--- src/hdl/fetch_defs.svh ---
/*
  Fetch subsystem parameters
  Reset address, in-flight limit, sequence numbering and memory sizing
*/
`ifndef FETCH_DEFS_SVH
`define FETCH_DEFS_SVH

// First fetch address after reset
`define FETCH_RST_ADDR 32'h0000_0200
// Outstanding memory reads allowed
`define FETCH_MAX_IN_FLIGHT 16

// Sequence number space and commit slots per cycle
`define SEQ_NUM_BITS 5
`define RECLAIM_WIDTH 2

// Instruction memory sizing
`define IMEM_WORDS 256
`define IMEM_LATENCY 3
`define IMEM_QUEUE 4

`endif

--- src/hdl/fetch_pkg.sv ---
/*
  Fetch package
  Bundles shared by fetch, sequence numbering and instruction memory
*/
`include "fetch_defs.svh"

package fetch_pkg;

  // Memory opcodes, fetch only ever reads
  typedef enum logic {
    MEM_READ  = 1'b0,
    MEM_WRITE = 1'b1
  } mem_op_e;

  // ------------------------------------------------
  // Memory request / response
  // ------------------------------------------------
  typedef struct packed {
    mem_op_e     op;
    logic [31:0] addr;
  } mem_req_t;

  typedef struct packed {
    logic [31:0] addr;
    logic [31:0] data;
  } mem_resp_t;

  // ------------------------------------------------
  // Decode hand-off and control notifications
  // ------------------------------------------------
  typedef struct packed {
    logic [31:0]               pc;
    logic [31:0]               inst;
    logic [`SEQ_NUM_BITS-1:0] seq_num;
  } fetch_pkt_t;

  typedef struct packed {
    logic                      val;
    logic [31:0]               target;
    logic [`SEQ_NUM_BITS-1:0] seq_num;
  } squash_t;

  // One commit slot, oldest in slot 0
  typedef struct packed {
    logic                      val;
    logic [`SEQ_NUM_BITS-1:0] seq_num;
  } commit_slot_t;

  typedef commit_slot_t [`RECLAIM_WIDTH-1:0] commit_t;

  // Memory fill port, word addressed
  typedef struct packed {
    logic        val;
    logic [7:0]  addr;
    logic [31:0] data;
  } imem_load_t;

endpackage

--- src/hdl/seq_num_gen.sv ---
/*
  Sequence number generator
  Hands out numbers in order, reclaims them on commit, rewinds on squash
*/
`timescale 1ns/1ps

module seq_num_gen import fetch_pkg::*; #(
  parameter int bits          = 5,
  parameter int reclaim_width = 2
) (
  input  logic            clk,
  input  logic            rst,
  input  logic            alloc_rdy,
  output logic            alloc_val,
  output logic [bits-1:0] alloc_seq_num,
  input  commit_t         commit,
  input  squash_t         squash
);

  localparam int cap      = 1 << bits;
  localparam int cnt_bits = bits + 1;
  localparam int rc_bits  = $clog2(reclaim_width + 1);

  // Oldest live number and next number to hand out
  logic [bits-1:0]     head;
  logic [bits-1:0]     tail;
  // Numbers currently in use, 0 to cap
  logic [cnt_bits-1:0] count;
  logic [rc_bits-1:0]  n_commit;
  logic [bits-1:0]     squash_gap;
  logic                alloc_xfer;

  // ------------------------------------------------
  // Commit slots this cycle
  // ------------------------------------------------
  always_comb begin
    n_commit = '0;
    for (int i = 0; i < reclaim_width; i++) begin
      if (commit[i].val) begin
        n_commit = n_commit + 1'b1;
      end
    end
  end

  // Distance from head to the squashing number
  assign squash_gap = bits'(squash.seq_num) - head;

  assign alloc_val     = count < cnt_bits'(cap);
  assign alloc_seq_num = tail;
  assign alloc_xfer    = alloc_val & alloc_rdy;

  // ------------------------------------------------
  // Head, tail and occupancy
  // ------------------------------------------------
  always_ff @(posedge clk) begin
    if (rst) begin
      head  <= '0;
      tail  <= '0;
      count <= '0;
    end else begin
      // Commits always retire from the head
      head <= head + bits'(n_commit);
      if (squash.val) begin
        // Rewind to just past the squashing number
        tail  <= bits'(squash.seq_num) + 1'b1;
        count <= {1'b0, squash_gap} + 1'b1 - cnt_bits'(n_commit);
      end else begin
        if (alloc_xfer) begin
          tail <= tail + 1'b1;
        end
        count <= count + cnt_bits'(alloc_xfer) - cnt_bits'(n_commit);
      end
    end
  end

  // Occupancy stays within the number space
  a_count_bound: assert property (@(posedge clk) disable iff (rst)
    count <= cnt_bits'(cap));

  // Commit only for numbers handed out earlier
  a_no_commit_empty: assert property (@(posedge clk) disable iff (rst)
    (count == '0) |-> (n_commit == '0));

  // Commits hand numbers back in order from the head
  for (genvar i = 0; i < reclaim_width; i++) begin : g_commit_order
    a_commit_in_order: assert property (@(posedge clk) disable iff (rst)
      commit[i].val |-> (commit[i].seq_num == bits'(head + i)));
  end

endmodule

--- config.mk ---
export PLATFORM = sky130hd
export DESIGN_NAME = seq_num_gen
export DESIGN_NICKNAME = d
export VERILOG_FILES = /design/src/hdl/fetch_pkg.sv /design/src/hdl/seq_num_gen.sv
export VERILOG_INCLUDE_DIRS = /design/src /design/src/hdl
export SDC_FILE = /design/constraint.sdc
export NUM_CORES = 1
export LEC_CHECK = 0
export BUFFER_PORTS_ARGS = -buffer_cell sky130_fd_sc_hd__buf_4
export CORE_AREA = 2 2 60 62
export CTS_BUF_LIST = sky130_fd_sc_hd__clkbuf_8
export CTS_CLUSTER_SIZE = 40
export DETAILED_ROUTE_END_ITERATION = 16
export DIE_AREA = 0 0 62 64
export PLACE_DENSITY = 0.84
export SYNTH_ARGS = -nofsm -noshare
export SYNTH_HDL_FRONTEND = slang
export SYNTH_SLANG_ARGS = --single-unit
--- constraint.sdc ---
create_clock -name clk -period 2.4 [get_ports clk]
set_input_delay 0.12 -clock clk [delete_from_list [all_inputs] [get_ports clk]]
set_output_delay 0.12 -clock clk [all_outputs]
set_load 0.02 [all_outputs]
==> summary.txt <==
Final slew viol count: 0
GR Overflow Total: 0
Vias in the first global route: 1263
GPL Wtd Cong: 0.806
Sequential fraction of the synthesis area: 23.1%
Net count after synthesis: 236
Mean Syn Cell Area: 8.70 um^2
Worst Setup End Kind: flop
CP Max Fanout: 3
Top cell type's share of synthesized area: 23.1%
Max Freq: 393 MHz
Sw Share: 39.2%
DRC: 0
Worst skew pair latency: 0.26 ns
CP required: 2.56 ns
Via count: 1252
Top cells by area, synth: dfxtp_1 23%, ha_1 18%, xnor2_1 6.3%
Combinational power share: 61.8%
Share of layout cells above drive strength 1: 36.2%
Die area: 3970 um^2
RSZ-0062 raised after global routing: yes
Final period utilization: 106%
Chip Width: 62 um
Startpoint type of the worst setup path: flop
Number of synthesized register bits: 16
Post-Synth XOR/XNOR Area: 10.8%
Clock period minus worst slack: 2.55 ns
Post-Synth Adder-Cell Area: 23.9%
Core area: 3280 um^2
Predominant post-synthesis flop cell: dfxtp_1
TritonCTS clock tree: built
Synth cell count leaders: 23 x inv_1, 20 x ha_1, 16 x dfxtp_1, 14 x nor2_1, 13 x a21oi_1
Slew HR: 80.4%
Hold/Removal Path Class: primary input to flop
Peak supply drop: 0.363 mV
P per Cell Area: 827 nW/um^2
Failing checks: negative setup slack
Distinct cell type count after synthesis: 38
NetSw: 622 uW
MaxCap Viol Count: 0
P_int: 963 uW
Die Span Y: 64 um
Final core utilization: 58.3%
Port Buffer Count: 16
Setup Viol. Count Final: 3
Reg clk slew, reported paths: 0.07 ns
FP Rows: 21
Synth area leader: dfxtp_1
# IOs: 59
Routed wire length: 3.35 mm
Worst slew pin tran: 0.291 ns
Final Skew: 0.00278 ns
Largest net degree at the start of global routing: 20
Crit Path Class: flop to flop
Fin nets: 277
DR iter-0 viols: 49
Cts bufs inserted: 3
Clk pwr share: 15.7%
DP HPWL: 2.38 mm
Most frequent cell after synthesis: inv_1
Clock tree buffer depth: 2
All-Layer GR Usage: 17.9%
Simple-Gate Fraction of Synth Area: 14.6%
Sequential power share: 22.5%
Antenna-violating nets left: 0
Crit path DAT: 2.70 ns
Pwr Total: 1.58 mW
Starting Density: 42.1%
Leak Pwr: 0.849 nW
Status: finished with violations
Largest family of logic cells by synthesized area: adder cells
Fraction of registers with async set/reset: 0%
H-Tree Depth: 1
Sink Count: 16
CTS root buf: clkbuf_8
Ys Warns: 0
Pre-Repair DR Iteration Count: 4
Worst setup margin: -0.146 ns
Initial antenna violation count: 0
Number of synthesized flops with an enable pin: 0
Area delta synth->final: 38.4%
Vias per cell: 5.11
First-pass GRT wire length: 5.30 mm
Cells after Synth: 159
Compound-Gate Fraction of Synth Area: 16.5%
Routed length per instance: 13.7 um
Hold Fails Final Rpt: 0
Synth Cell Area: 1380 um^2
ANT cells: 0
Multiplexer share of the synthesized area: 3.62%
power by group through the flow:
stage	sequential (mW)	combinational, mW	clock, mW
after floorplan	0.366	0.580	0
after global placement	0.358	0.802	0
after detailed placement	0.361	0.833	0
after CTS	0.355	0.930	0.251
after global routing	0.363	1.08	0.264
final	0.356	0.979	0.249
layout by cell type, fill, tap and decap left out, types with 2 or more instances in the layout:
master | Yosys | layout
ha_4 | 0 | 5
nand2_1 | 4 | 4
a211oi_1 | 4 | 4
fa_1 | 4 | 2
a311o_1 | 2 | 2
inv_1 | 23 | 20
fa_2 | 0 | 2
dfxtp_2 | 0 | 2
a21o_1 | 3 | 3
a21oi_1 | 13 | 9
ha_1 | 20 | 15
nor2_1 | 14 | 14
o21ai_0 | 3 | 2
nand4_1 | 2 | 2
nor3_1 | 3 | 2
nor2b_1 | 2 | 2
xor2_1 | 7 | 7
buf_4 | 0 | 39
nand3_1 | 3 | 3
clkbuf_8 | 0 | 4
xnor2_1 | 10 | 9
mux2i_1 | 5 | 5
dfxtp_1 | 16 | 14
a21oi_2 | 0 | 3
inv_2 | 0 | 3
flip-flops by register name (all words and copies together), names as in the netlist:
| register | count |
|---|---|
| head | 5 |
| alloc_seq_num | 5 |
| count | 6 |
layer usage:
| layer | global-route usage [%] | wire (um) | vias up |
|---|---|---|---|
| met1 | 21.4 | 1370 | 597 |
| met2 | 30.5 | 1790 | 20 |
| met3 | 5.67 | 144 | 8 |
| li1 | - | - | 627 |
| met4 | 3.72 | 48 | 0 |
| met5 | 0 | 0 | - |
final cells by class:
| cell class | count | area, um^2 |
|---|---|---|
| Inverter | 23 | 86.3 |
| Timing Repair Buffer | 40 | 304 |
| Clock buffer | 4 | 55.1 |
| Sequential cell | 16 | 323 |
| Tap cell | 46 | 57.6 |
| Multi-Input combinational cell | 116 | 1090 |
| Fill cell | 273 | 1370 |
what timing repair did:
item	4_1_cts	5_1_grt
pin swaps	5	6
setup buffers	1	2
gates cloned	0	0
setup endpoints to repair	3	3
gates resized for setup	12	6
hold buffers	0	0
worst paths after layout:
check             depth (start not counted)  slack, ns                to             start
setup / recovery                         11      -0.15          count[5]           head[0]
hold / removal                            3       0.15  alloc_seq_num[0]         squash[0]
setup reg to reg                         11      -0.15          count[5]           head[0]
hold reg to reg                           2       0.49  alloc_seq_num[1]  alloc_seq_num[1]
cell families (layout without fill, tap and decap cells):
group	Yosys count	in the layout
AOI/OAI and AO/OA	32	32
xor gates and xnor gates	17	17
adders and majority gates	24	24
buffers and inverters	27	67
DFF	16	16
muxes	5	5
and+or+nand+nor	38	38
metrics by stage:
step | cells | setup TNS (ns) | instance area (um^2) | worst slack (ns) | hold WS, ns
floorplan | 159 | -0.0723 | 1430 | -0.0693 | 0.215
global placement | 238 | -0.265 | 1750 | -0.101 | 0.404
detailed placement | 238 | -0.408 | 1750 | -0.168 | 0.419
CTS | 243 | -0.182 | 1880 | -0.0895 | 0.149
global route | 245 | -0.522 | 1920 | -0.220 | 0.152
finish | 245 | -0.336 | 1920 | -0.146 | 0.150
worst max-delay path: stages (launching register included):
cell,delay [ns]
dfxtp_2,0.35
ha_4,0.13
inv_2,0.03
fa_2,0.52
inv_2,0.04
ha_4,0.25
inv_2,0.04
ha_4,0.15
fa_2,0.40
a21oi_2,0.17
a31oi_1,0.10
o311ai_1,0.26
No activity file was read; power rests on OpenSTA's default activity.
