--- src/hdl/fetch_defs.svh ---
/*
  Fetch subsystem parameters
  Reset address, in-flight limit, sequence numbering and memory sizing
*/
`ifndef FETCH_DEFS_SVH
`define FETCH_DEFS_SVH

// First fetch address after reset
`define FETCH_RST_ADDR 32'h0000_0200
// Outstanding memory reads allowed
`define FETCH_MAX_IN_FLIGHT 16

// Sequence number space and commit slots per cycle
`define SEQ_NUM_BITS 5
`define RECLAIM_WIDTH 2

// Instruction memory sizing
`define IMEM_WORDS 256
`define IMEM_LATENCY 3
`define IMEM_QUEUE 4

`endif

--- src/hdl/fetch_pkg.sv ---
/*
  Fetch package
  Bundles shared by fetch, sequence numbering and instruction memory
*/
`include "fetch_defs.svh"

package fetch_pkg;

  // Memory opcodes, fetch only ever reads
  typedef enum logic {
    MEM_READ  = 1'b0,
    MEM_WRITE = 1'b1
  } mem_op_e;

  // ------------------------------------------------
  // Memory request / response
  // ------------------------------------------------
  typedef struct packed {
    mem_op_e     op;
    logic [31:0] addr;
  } mem_req_t;

  typedef struct packed {
    logic [31:0] addr;
    logic [31:0] data;
  } mem_resp_t;

  // ------------------------------------------------
  // Decode hand-off and control notifications
  // ------------------------------------------------
  typedef struct packed {
    logic [31:0]               pc;
    logic [31:0]               inst;
    logic [`SEQ_NUM_BITS-1:0] seq_num;
  } fetch_pkt_t;

  typedef struct packed {
    logic                      val;
    logic [31:0]               target;
    logic [`SEQ_NUM_BITS-1:0] seq_num;
  } squash_t;

  // One commit slot, oldest in slot 0
  typedef struct packed {
    logic                      val;
    logic [`SEQ_NUM_BITS-1:0] seq_num;
  } commit_slot_t;

  typedef commit_slot_t [`RECLAIM_WIDTH-1:0] commit_t;

  // Memory fill port, word addressed
  typedef struct packed {
    logic        val;
    logic [7:0]  addr;
    logic [31:0] data;
  } imem_load_t;

endpackage

--- src/hdl/fetch_unit.sv ---
/*
  Fetch unit
  Issues sequential reads, counts in-flight and squashed requests,
  drops stale responses and hands packets to decode
*/
`timescale 1ns/1ps
`include "fetch_defs.svh"

module fetch_unit import fetch_pkg::*; #(
  parameter int max_in_flight = 16
) (
  input  logic                      clk,
  input  logic                      rst,
  output logic                      mem_req_val,
  output mem_req_t                  mem_req,
  input  logic                      mem_req_rdy,
  input  logic                      mem_resp_val,
  input  mem_resp_t                 mem_resp,
  output logic                      mem_resp_rdy,
  output logic                      pkt_val,
  output fetch_pkt_t                pkt,
  input  logic                      pkt_rdy,
  input  logic                      alloc_val,
  input  logic [`SEQ_NUM_BITS-1:0] alloc_seq_num,
  output logic                      alloc_rdy,
  input  squash_t                   squash
);

  localparam int flight_bits = $clog2(max_in_flight) + 1;

  logic                   req_xfer;
  logic                   resp_xfer;
  // Response belongs to a squashed path
  logic                   drop;

  logic [flight_bits-1:0] in_flight;
  logic [flight_bits-1:0] in_flight_next;
  logic [flight_bits-1:0] to_squash;
  logic [flight_bits-1:0] to_squash_next;
  // One extra bit so the sum never wraps
  logic [flight_bits:0]   outstanding;

  logic [31:0]            curr_addr;

  assign req_xfer  = mem_req_val & mem_req_rdy;
  assign resp_xfer = mem_resp_val & mem_resp_rdy;
  assign drop      = squash.val | (to_squash != '0);

  // ------------------------------------------------
  // In-flight requests on the live path
  // ------------------------------------------------
  always_comb begin
    in_flight_next = in_flight;
    // Everything outstanding becomes stale
    if (squash.val) begin
      in_flight_next = '0;
    end
    if (req_xfer && (!resp_xfer || drop)) begin
      in_flight_next = in_flight_next + 1'b1;
    end else if (resp_xfer && !req_xfer && !drop) begin
      in_flight_next = in_flight_next - 1'b1;
    end
  end

  // ------------------------------------------------
  // Stale responses still to come back
  // ------------------------------------------------
  always_comb begin
    to_squash_next = to_squash;
    if (squash.val) begin
      to_squash_next = to_squash_next + in_flight;
    end
    // Each dropped response retires one stale entry
    if (resp_xfer && (to_squash_next != '0)) begin
      to_squash_next = to_squash_next - 1'b1;
    end
  end

  always_ff @(posedge clk) begin
    if (rst) begin
      in_flight <= '0;
      to_squash <= '0;
    end else begin
      in_flight <= in_flight_next;
      to_squash <= to_squash_next;
    end
  end

  // ------------------------------------------------
  // Request address
  // ------------------------------------------------
  always_ff @(posedge clk) begin
    if (rst) begin
      curr_addr <= `FETCH_RST_ADDR;
    end else if (req_xfer) begin
      curr_addr <= mem_req.addr + 32'd4;
    end else if (squash.val) begin
      curr_addr <= squash.target;
    end
  end

  assign outstanding = {1'b0, in_flight} + {1'b0, to_squash};

  // Squash target goes out in the same cycle
  always_comb begin
    mem_req_val  = outstanding < (flight_bits + 1)'(max_in_flight);
    mem_req.op   = MEM_READ;
    mem_req.addr = squash.val ? squash.target : curr_addr;
  end

  // ------------------------------------------------
  // Response to decode
  // ------------------------------------------------
  always_comb begin
    // Stale responses drain regardless of decode
    mem_resp_rdy = (pkt_rdy & alloc_val) | drop;
    pkt_val      = mem_resp_val & alloc_val & ~drop;
    alloc_rdy    = pkt_val & pkt_rdy;
    pkt.pc       = mem_resp.addr;
    pkt.inst     = mem_resp.data;
    pkt.seq_num  = alloc_seq_num;
  end

  a_in_flight_bound: assert property (@(posedge clk) disable iff (rst)
    in_flight <= flight_bits'(max_in_flight));

  // Every accepted response matches a counted request
  a_resp_tracked: assert property (@(posedge clk) disable iff (rst)
    resp_xfer |-> (outstanding != '0));

endmodule

--- config.mk ---
export PLATFORM = sky130hd
export DESIGN_NAME = fetch_unit
export DESIGN_NICKNAME = d
export VERILOG_FILES = /design/src/hdl/fetch_pkg.sv /design/src/hdl/fetch_unit.sv
export VERILOG_INCLUDE_DIRS = /design/src /design/src/hdl
export SDC_FILE = /design/constraint.sdc
export NUM_CORES = 1
export LEC_CHECK = 0
export ABC_CLOCK_PERIOD_IN_PS = 3700
export BUFFER_PORTS_ARGS = -buffer_cell sky130_fd_sc_hd__buf_2
export CORE_UTILIZATION = 40
export CTS_CLUSTER_DIAMETER = 40
export CTS_CLUSTER_SIZE = 8
export DETAILED_ROUTE_END_ITERATION = 16
export GPL_TIMING_DRIVEN = 0
export PLACE_DENSITY_LB_ADDON = 0.08
export SLEW_MARGIN = 20
export SYNTH_ARGS = -nofsm -noshare
export SYNTH_HDL_FRONTEND = slang
export SYNTH_SLANG_ARGS = --single-unit
--- constraint.sdc ---
create_clock -name clk -period 3.7 [get_ports clk]
set_input_delay 0.74 -clock clk [delete_from_list [all_inputs] [get_ports clk]]
set_output_delay 0.74 -clock clk [all_outputs]
set_load 0.005 [all_outputs]
==> results of run 1 <==
repair_timing:
item,CTS,global route
buffers inserted,0,0
hold buffers,0,0
endpoints found under the setup margin,0,1
layer usage:
layer / up-vias / wire, um / global-route usage (%)
li1: 1753 / - / -
met3: 4 / 658 / 2.92
met5: - / 0 / 0
met4: 0 / 44 / 3.48
met1: 1630 / 4080 / 25.1
met2: 149 / 4800 / 37.5
kinds of logic after synthesis:
family / synth area share [%]
xor gates and xnor gates: 6.67
muxes: 10.1
and+or+nand+nor: 25.6
buffers and inverters: 19.3
AOI/OAI and AO/OA: 10.4
DFF: 23.7
adders and majority gates: 4.09
other: 0.106
state kept, by name, summed over array words and instances, names as in the netlist:
signal     cells
curr_addr     32
to_squash      5
in_flight      5
worst max-delay path: stages:
cell and delay [ns]:
buf_2 0.11, buf_6 0.16, buf_4 0.20, buf_2 0.31
buf_1 0.51, mux2_2 0.45, buf_2 0.14
metrics by stage:
stage               area [um^2]  power, mW  setup WS, ns  std cells
floorplan                  3540       1.07         0.862        434
global placement           4390       1.28       -0.0849        681
detailed placement         4390       1.30       -0.0767        681
CTS                        4530       1.76        0.0737        689
global route               4530       1.87         0.245        688
finish                     4530       1.75         0.331        688
area by class of cell:
class                   instances  area (um^2)  area share (%)
plain buffers                  87          606            13.4
clock inverters                 2         60.1            1.33
inverters                      20         75.1            1.66
well taps                     105          131            2.90
repair buffers                142          711            15.7
flip-flops and latches         42          841            18.6
clock buffers                   6         82.6            1.82
multi-input cells             284         2020            44.6
final timing paths:
check	slack [ns]	to
max	0.33	mem_req[2]
min	0.59	curr_addr[1]$_SDFF_PP0_
max reg2reg	0.57	curr_addr[19]$_SDFF_PP0_
min reg2reg	0.59	curr_addr[1]$_SDFF_PP0_
power breakdown:
part | switching (mW) | internal (mW) | total, mW
sequential | 0.0483 | 0.511 | 0.559
clock | 0.167 | 0.288 | 0.455
combinational | 0.396 | 0.343 | 0.739
total | 0.612 | 1.14 | 1.75
cells in the final DEF, fill, tap and decap left out, types with 2 or more instances in the layout:
| cell type | n |
|---|---|
| nand4_1 | 18 |
| nor2b_1 | 9 |
| nor2_1 | 37 |
| o2111ai_1 | 2 |
| and3_1 | 4 |
| o21ai_0 | 13 |
| nand2b_1 | 3 |
| xor2_1 | 11 |
| and2_1 | 5 |
| clkbuf_8 | 6 |
| inv_1 | 19 |
| buf_1 | 2 |
| buf_4 | 71 |
| nor3_1 | 13 |
| nand3b_1 | 4 |
| nor4_1 | 6 |
| mux2i_1 | 12 |
| buf_2 | 146 |
| nand2_1 | 20 |
| ha_1 | 10 |
| o32ai_1 | 2 |
| xnor2_1 | 16 |
| a21oi_1 | 10 |
| a32oi_1 | 2 |
| and4_1 | 2 |
| a21o_1 | 4 |
| nand3_2 | 2 |
| nand3_1 | 19 |
| dfxtp_1 | 42 |
| or3_1 | 6 |
| nand4b_1 | 4 |
| mux2_2 | 20 |
| a31oi_1 | 2 |
| clkbuf_1 | 9 |
| bufinv_16 | 2 |
==> summary.txt, run 1 <==
Status
  – Status: complete, no violations

Worst hold path
  – Hold crit path type: register to register
  – HP Start: curr_addr[1]$_SDFF_PP0_
  – Hold path cells: 2

Synthesis
  – Post-synth EDFFs: 0
  – Most frequent cell after synthesis: buf_4
  – Syn. warnings: 0
  – Synth top area share: 23.7%
  – Ys flop type: dfxtp_1
  – Yosys top cell by area: dfxtp_1
  – Mapped Area: 3540 um^2
  – Yosys reg bits: 42
  – Top post-synthesis cells by area: dfxtp_1 (24%), buf_4 (15%), mux2_2 (6.4%), xnor2_1 (4.0%), nor2_1 (3.9%)
  – Syn Nets: 558
  – Cell count after synthesis: 434
  – Ys async rst share: 0%
  – Sequential fraction of the synthesis area: 23.7%
  – Top post-synthesis cells by count: buf_4 (71), dfxtp_1 (42), nor2_1 (37)
  – Mean Syn Cell Area: 8.17 um^2
  – Netlist cell types: 63

GRT
  – Initial antenna violation count: 0
  – Vias in the first global route: 3,164
  – Global-route wire length before repair: between 10,000 and 15,000 um
  – Total GRT Usage: 20.4%
  – Total global routing overflow: 0
  – Largest net degree at the start of global routing: 14

STA
  – Final hold vios: 0
  – Max transition margin: a little over a third
  – Setup violators final: 0
  – Hold Slack: 0.594 ns
  – RSZ-0062 raised after global routing: false
  – Fmax: 297 MHz
  – Worst Max-Slew Pin Slew: around 1 ns
  – Fin. max-slew vios: 0
  – Final period util: 91.0%
  – Layout Skew: 0.00500 ns
  – Final worst path period need: 3.37 ns
  – Setup TNS: 0 ns

Drt
  – DRT antenna net count: 0
  – Via-to-Cell Ratio: 5.14
  – First-pass DRT Iterations: 5
  – Routed WL: 9580 um
  – Remaining routing DRC violations: 0
  – DR WL/cell: 13.9 um
  – DR vias: between 3,000 and 4,000
  – Iteration-0 DRC count of the detailed router: 115

Setup path
  – Req. time, crit path: 2.96 ns
  – Critical path class: input port to output port
  – RR Startpoint: in_flight[0]$_SDFF_PP0_
  – Crit-path max FO: 10
  – WP data arrival: about 2.6 ns
  – Reg2Reg Depth: 11
  – Startpoint types: input port
  – Kind of end point of the critical path: output port
  – CP Launch Point: squash[37]

CTS
  – Post-CTS resize count: 0
  – Clk pin slew, worst setup/hold paths: 0.08 ns
  – Clk buf depth: 2
  – CTS Root Cell: clkbuf_8
  – CTS tree: yes
  – Total CTS buffers: 5
  – Sink Count: 42
  – H-tree depth: 2
  – Worst skew pair latency: 0.30 ns

Layout
  – FILL cells: 846
  – Ant diodes: 0
  – Final #Nets: 706
  – Post-Route Utilization: 54.0%
  – Synth-to-layout area growth: 27.7%
  – Share of layout cells above drive strength 1: 43.9%

Floorplan
  – Die span in x: 96.1 um
  – Initial Util: 42.3%
  – Die Height: about 96 um
  – Core area: 8380 um^2
  – I/O Pins: between 200 and 250
  – Die Footprint: about 9200 um^2
  – # rows: 33

Placement
  – IO Port Bufs: 142
  – Hpwl dp: 7570 um
  – Placer Congestion: 0.821

Power
  – Leakage: 2.19 nW
  – Max IR drop VDD: 0.172 mV
  – P per Cell Area: 387 nW/um^2

Flow run
  – Max capacitance violation total: 0
(Power assumes the default switching activity.)
==> run 2: changes to the inputs <==
--- a/config.mk
+++ b/config.mk
@@ -8,13 +8,13 @@
 export LEC_CHECK = 0
 export ABC_CLOCK_PERIOD_IN_PS = 3700
 export BUFFER_PORTS_ARGS = -buffer_cell sky130_fd_sc_hd__buf_2
+export CORE_MARGIN = 2
 export CORE_UTILIZATION = 40
 export CTS_CLUSTER_DIAMETER = 40
 export CTS_CLUSTER_SIZE = 8
 export DETAILED_ROUTE_END_ITERATION = 16
 export GPL_TIMING_DRIVEN = 0
-export PLACE_DENSITY_LB_ADDON = 0.08
-export SLEW_MARGIN = 20
+export PLACE_DENSITY = 0.75
 export SYNTH_ARGS = -nofsm -noshare
 export SYNTH_HDL_FRONTEND = slang
 export SYNTH_SLANG_ARGS = --single-unit
==> run 2 against run 1 <==
  * Combinational power increased by 1%
  * Register-to-register slack lost 0.06 ns
  * Global-route usage down 1.1 points
  * Clock power is 36% lower
  * Clock skew rose by 0.0036 ns
  * Worst setup slack lost 0.010 ns
  * Critical path depth stayed put
  * Critical endpoint unchanged
  * Highest routed layer unchanged
==> summary.txt, run 2 (synthesized netlist as in run 1, its figures left out) <==
Power
  – Max IR drop VDD: 0.223 mV (+29%)
  – P per Cell Area: 358 nW/um^2 (-7.6%)
  – Tot Pwr: 1.60 mW (-8.9%)
  – Leakage: 2.16 nW (-1.5%)

Placement
  – Hpwl dp: 7820 um (+3.3%)
  – Placer Congestion: 0.867 (+5.6%)
  – IO Port Bufs: 142 (unchanged)
  – # placed instances: 684 (+0.44%)

CTS
  – Clk buf depth: 2 (unchanged)
  – CTS tree: yes
  – Sink Count: 42 (unchanged)
  – CTS Root Cell: clkbuf_8
  – Worst skew pair latency: 0.30 ns (about the same)
  – H-tree depth: 2 (unchanged)
  – Total CTS buffers: 5 (unchanged)
  – Post-CTS Setup Bufs: 0 (unchanged)
  – Clk pin slew, worst setup/hold paths: 0.07 ns (about the same)

Setup path
  – RR Startpoint: in_flight[0]$_SDFF_PP0_
  – Req. time, crit path: 2.96 ns (about the same)
  – Max incr delay on CP: 0.50 ns (about the same)
  – WP data arrival: 2.64 ns (about the same)
  – Reg2Reg Depth: 11 (unchanged)
  – Kind of end point of the critical path: output port
  – Crit-path max FO: 10 (unchanged)
  – CP max stage cell: buf_1
  – Worst path cell trace: buf_2 -> buf_6 -> buf_4 -> buf_2 -> buf_1 -> mux2_2 -> buf_2
  – Startpoint types: input port
  – R2r endpoint: curr_addr[21]$_SDFF_PP0_
  – Flop2flop setup slack: 0.51 ns (-0.06 ns)
  – Critical path class: input port to output port
  – Most used cell along the critical path: buf_2

STA
  – Setup violators final: 0 (unchanged)
  – Worst Max-Slew Pin Slew: 0.971 ns (-0.00655 ns)
  – Setup TNS: 0 ns (unchanged)
  – Final period util: 91.3% (+0.27 points)
  – Max transition margin: 35.2% (+0.44 points)
  – Hold Slack: 0.598 ns (+0.00419 ns)
  – Fmax: 296 MHz (-0.30%)
  – Final hold vios: 0 (unchanged)
  – Layout Skew: 0.00858 ns (+0.00357 ns)
  – Final worst path period need: 3.38 ns (+0.0101 ns)
  – RSZ-0062 raised after global routing: false
  – Fin. max-slew vios: 0 (unchanged)

Drt
  – DR vias: 3,651 (+3.3%)
  – First-pass DRT Iterations: 5 (unchanged)
  – Iteration-0 DRC count of the detailed router: 222 (+93%)
  – DR WL/cell: 14.3 um (+2.4%)
  – Routed WL: 9840 um (+2.7%)
  – DRT antenna net count: 0 (unchanged)
  – Remaining routing DRC violations: 0 (unchanged)
  – Via-to-Cell Ratio: 5.29 (+3.0%)

Worst hold path
  – Hold Path Sink: curr_addr[1]$_SDFF_PP0_
  – Hold crit path type: register to register
  – HP Start: curr_addr[1]$_SDFF_PP0_
  – Hold path cells: 2 (unchanged)

Layout
  – Ant diodes: 0 (unchanged)
  – Final #Nets: 706 (unchanged)
  – Largest Register: curr_addr
  – FILL cells: 825 (-2.5%)
  – Synth-to-layout area growth: 25.9%
  – Commonest non-fill, non-tap cells in the layout: buf_2 (146), buf_4 (71), dfxtp_1 (42), nor2_1 (37)
  – Final non-filler cell total: 690 (+0.29%)
  – Leading registers by flop count: curr_addr x32, in_flight x5, to_squash x5
  – Share of layout cells above drive strength 1: 43.5% (-0.44 points)
  – Max reg flops: 32 (unchanged)
  – Commonest non-fill, non-tap cell in the layout: buf_2

Floorplan
  – I/O Pins: 219 (unchanged)
  – Initial Util: 41.0% (-1.2 points)
  – Die Height: 98.1 um (+2.1%)
  – Die span in x: 98.1 um (+2.1%)
  – # rows: 34 (+3.0%)
  – Core area: 8640 um^2 (+3.0%)
  – Die Footprint: 9630 um^2 (+4.2%)

GRT
  – Total GRT Usage: 19.3% (-1.1 points)
  – Total global routing overflow: 0 (unchanged)
  – Initial antenna violation count: 0 (unchanged)
  – Largest net degree at the start of global routing: 12 (-2)
  – Global-route wire length before repair: 15,500 um (+6.5%)
  – Vias in the first global route: 3,459 (+9.3%)

Flow run
  – Max capacitance violation total: 0 (unchanged)

Status
  – Status: complete, no violations
==> run 2: worst max path at each step <==
stage,start,slack (ns),to,cells past startpoint
2_1_floorplan,squash[37],0.86,curr_addr[20]$_SDFF_PP0_,11
3_3_place_gp,squash[37],-0.06,curr_addr[24]$_SDFF_PP0_,12
3_5_place_dp,squash[37],-0.11,curr_addr[20]$_SDFF_PP0_,12
4_1_cts,squash[37],0.1,mem_req[31],9
5_1_grt,squash[37],0.17,curr_addr[20]$_SDFF_PP0_,11
6_report,squash[37],0.32,mem_req[2],7
==> run 2: layer usage <==
layer	track usage [%]	routed length, um
met3	3.72	901
met4	6.53	141
met1	22.7	3840
met5	0	0
met2	34.8	4950
==> run 2: area by class of cell <==
class	count	area, um^2	share of cell area [%]
multi-input cells	284	2020	45.2
flip-flops and latches	42	841	18.8
repair buffers	142	711	15.9
plain buffers	87	606	13.6
well taps	108	135	3.03
clock buffers	7	76.3	1.71
inverters	20	75.1	1.68
==> run 2: what timing repair did <==
item                       CTS  global route
gates resized for setup      0             0
setup endpoints to repair    0             4
hold buffers                 0             0
==> run 2: metrics by stage <==
step	instance area (um^2)	util (%)	worst slack (ns)
floorplan	3540	-	0.862
global placement	4390	50.8	-0.0637
detailed placement	4390	50.8	-0.108
CTS	4470	51.7	0.0951
global route	4460	51.7	0.168
finish	4460	51.7	0.321
==> run 2: power breakdown <==
group	total [mW]	switching, mW	internal, mW
Clock	0.293	0.162	0.130
Sequential	0.558	0.0470	0.511
Combinational	0.747	0.404	0.344
==> run 2: worst max-delay path, delay by kind of cell <==
kind | cells | cell delay, ns
buffers and inverters | 6 | 1.44
muxes | 1 | 0.44
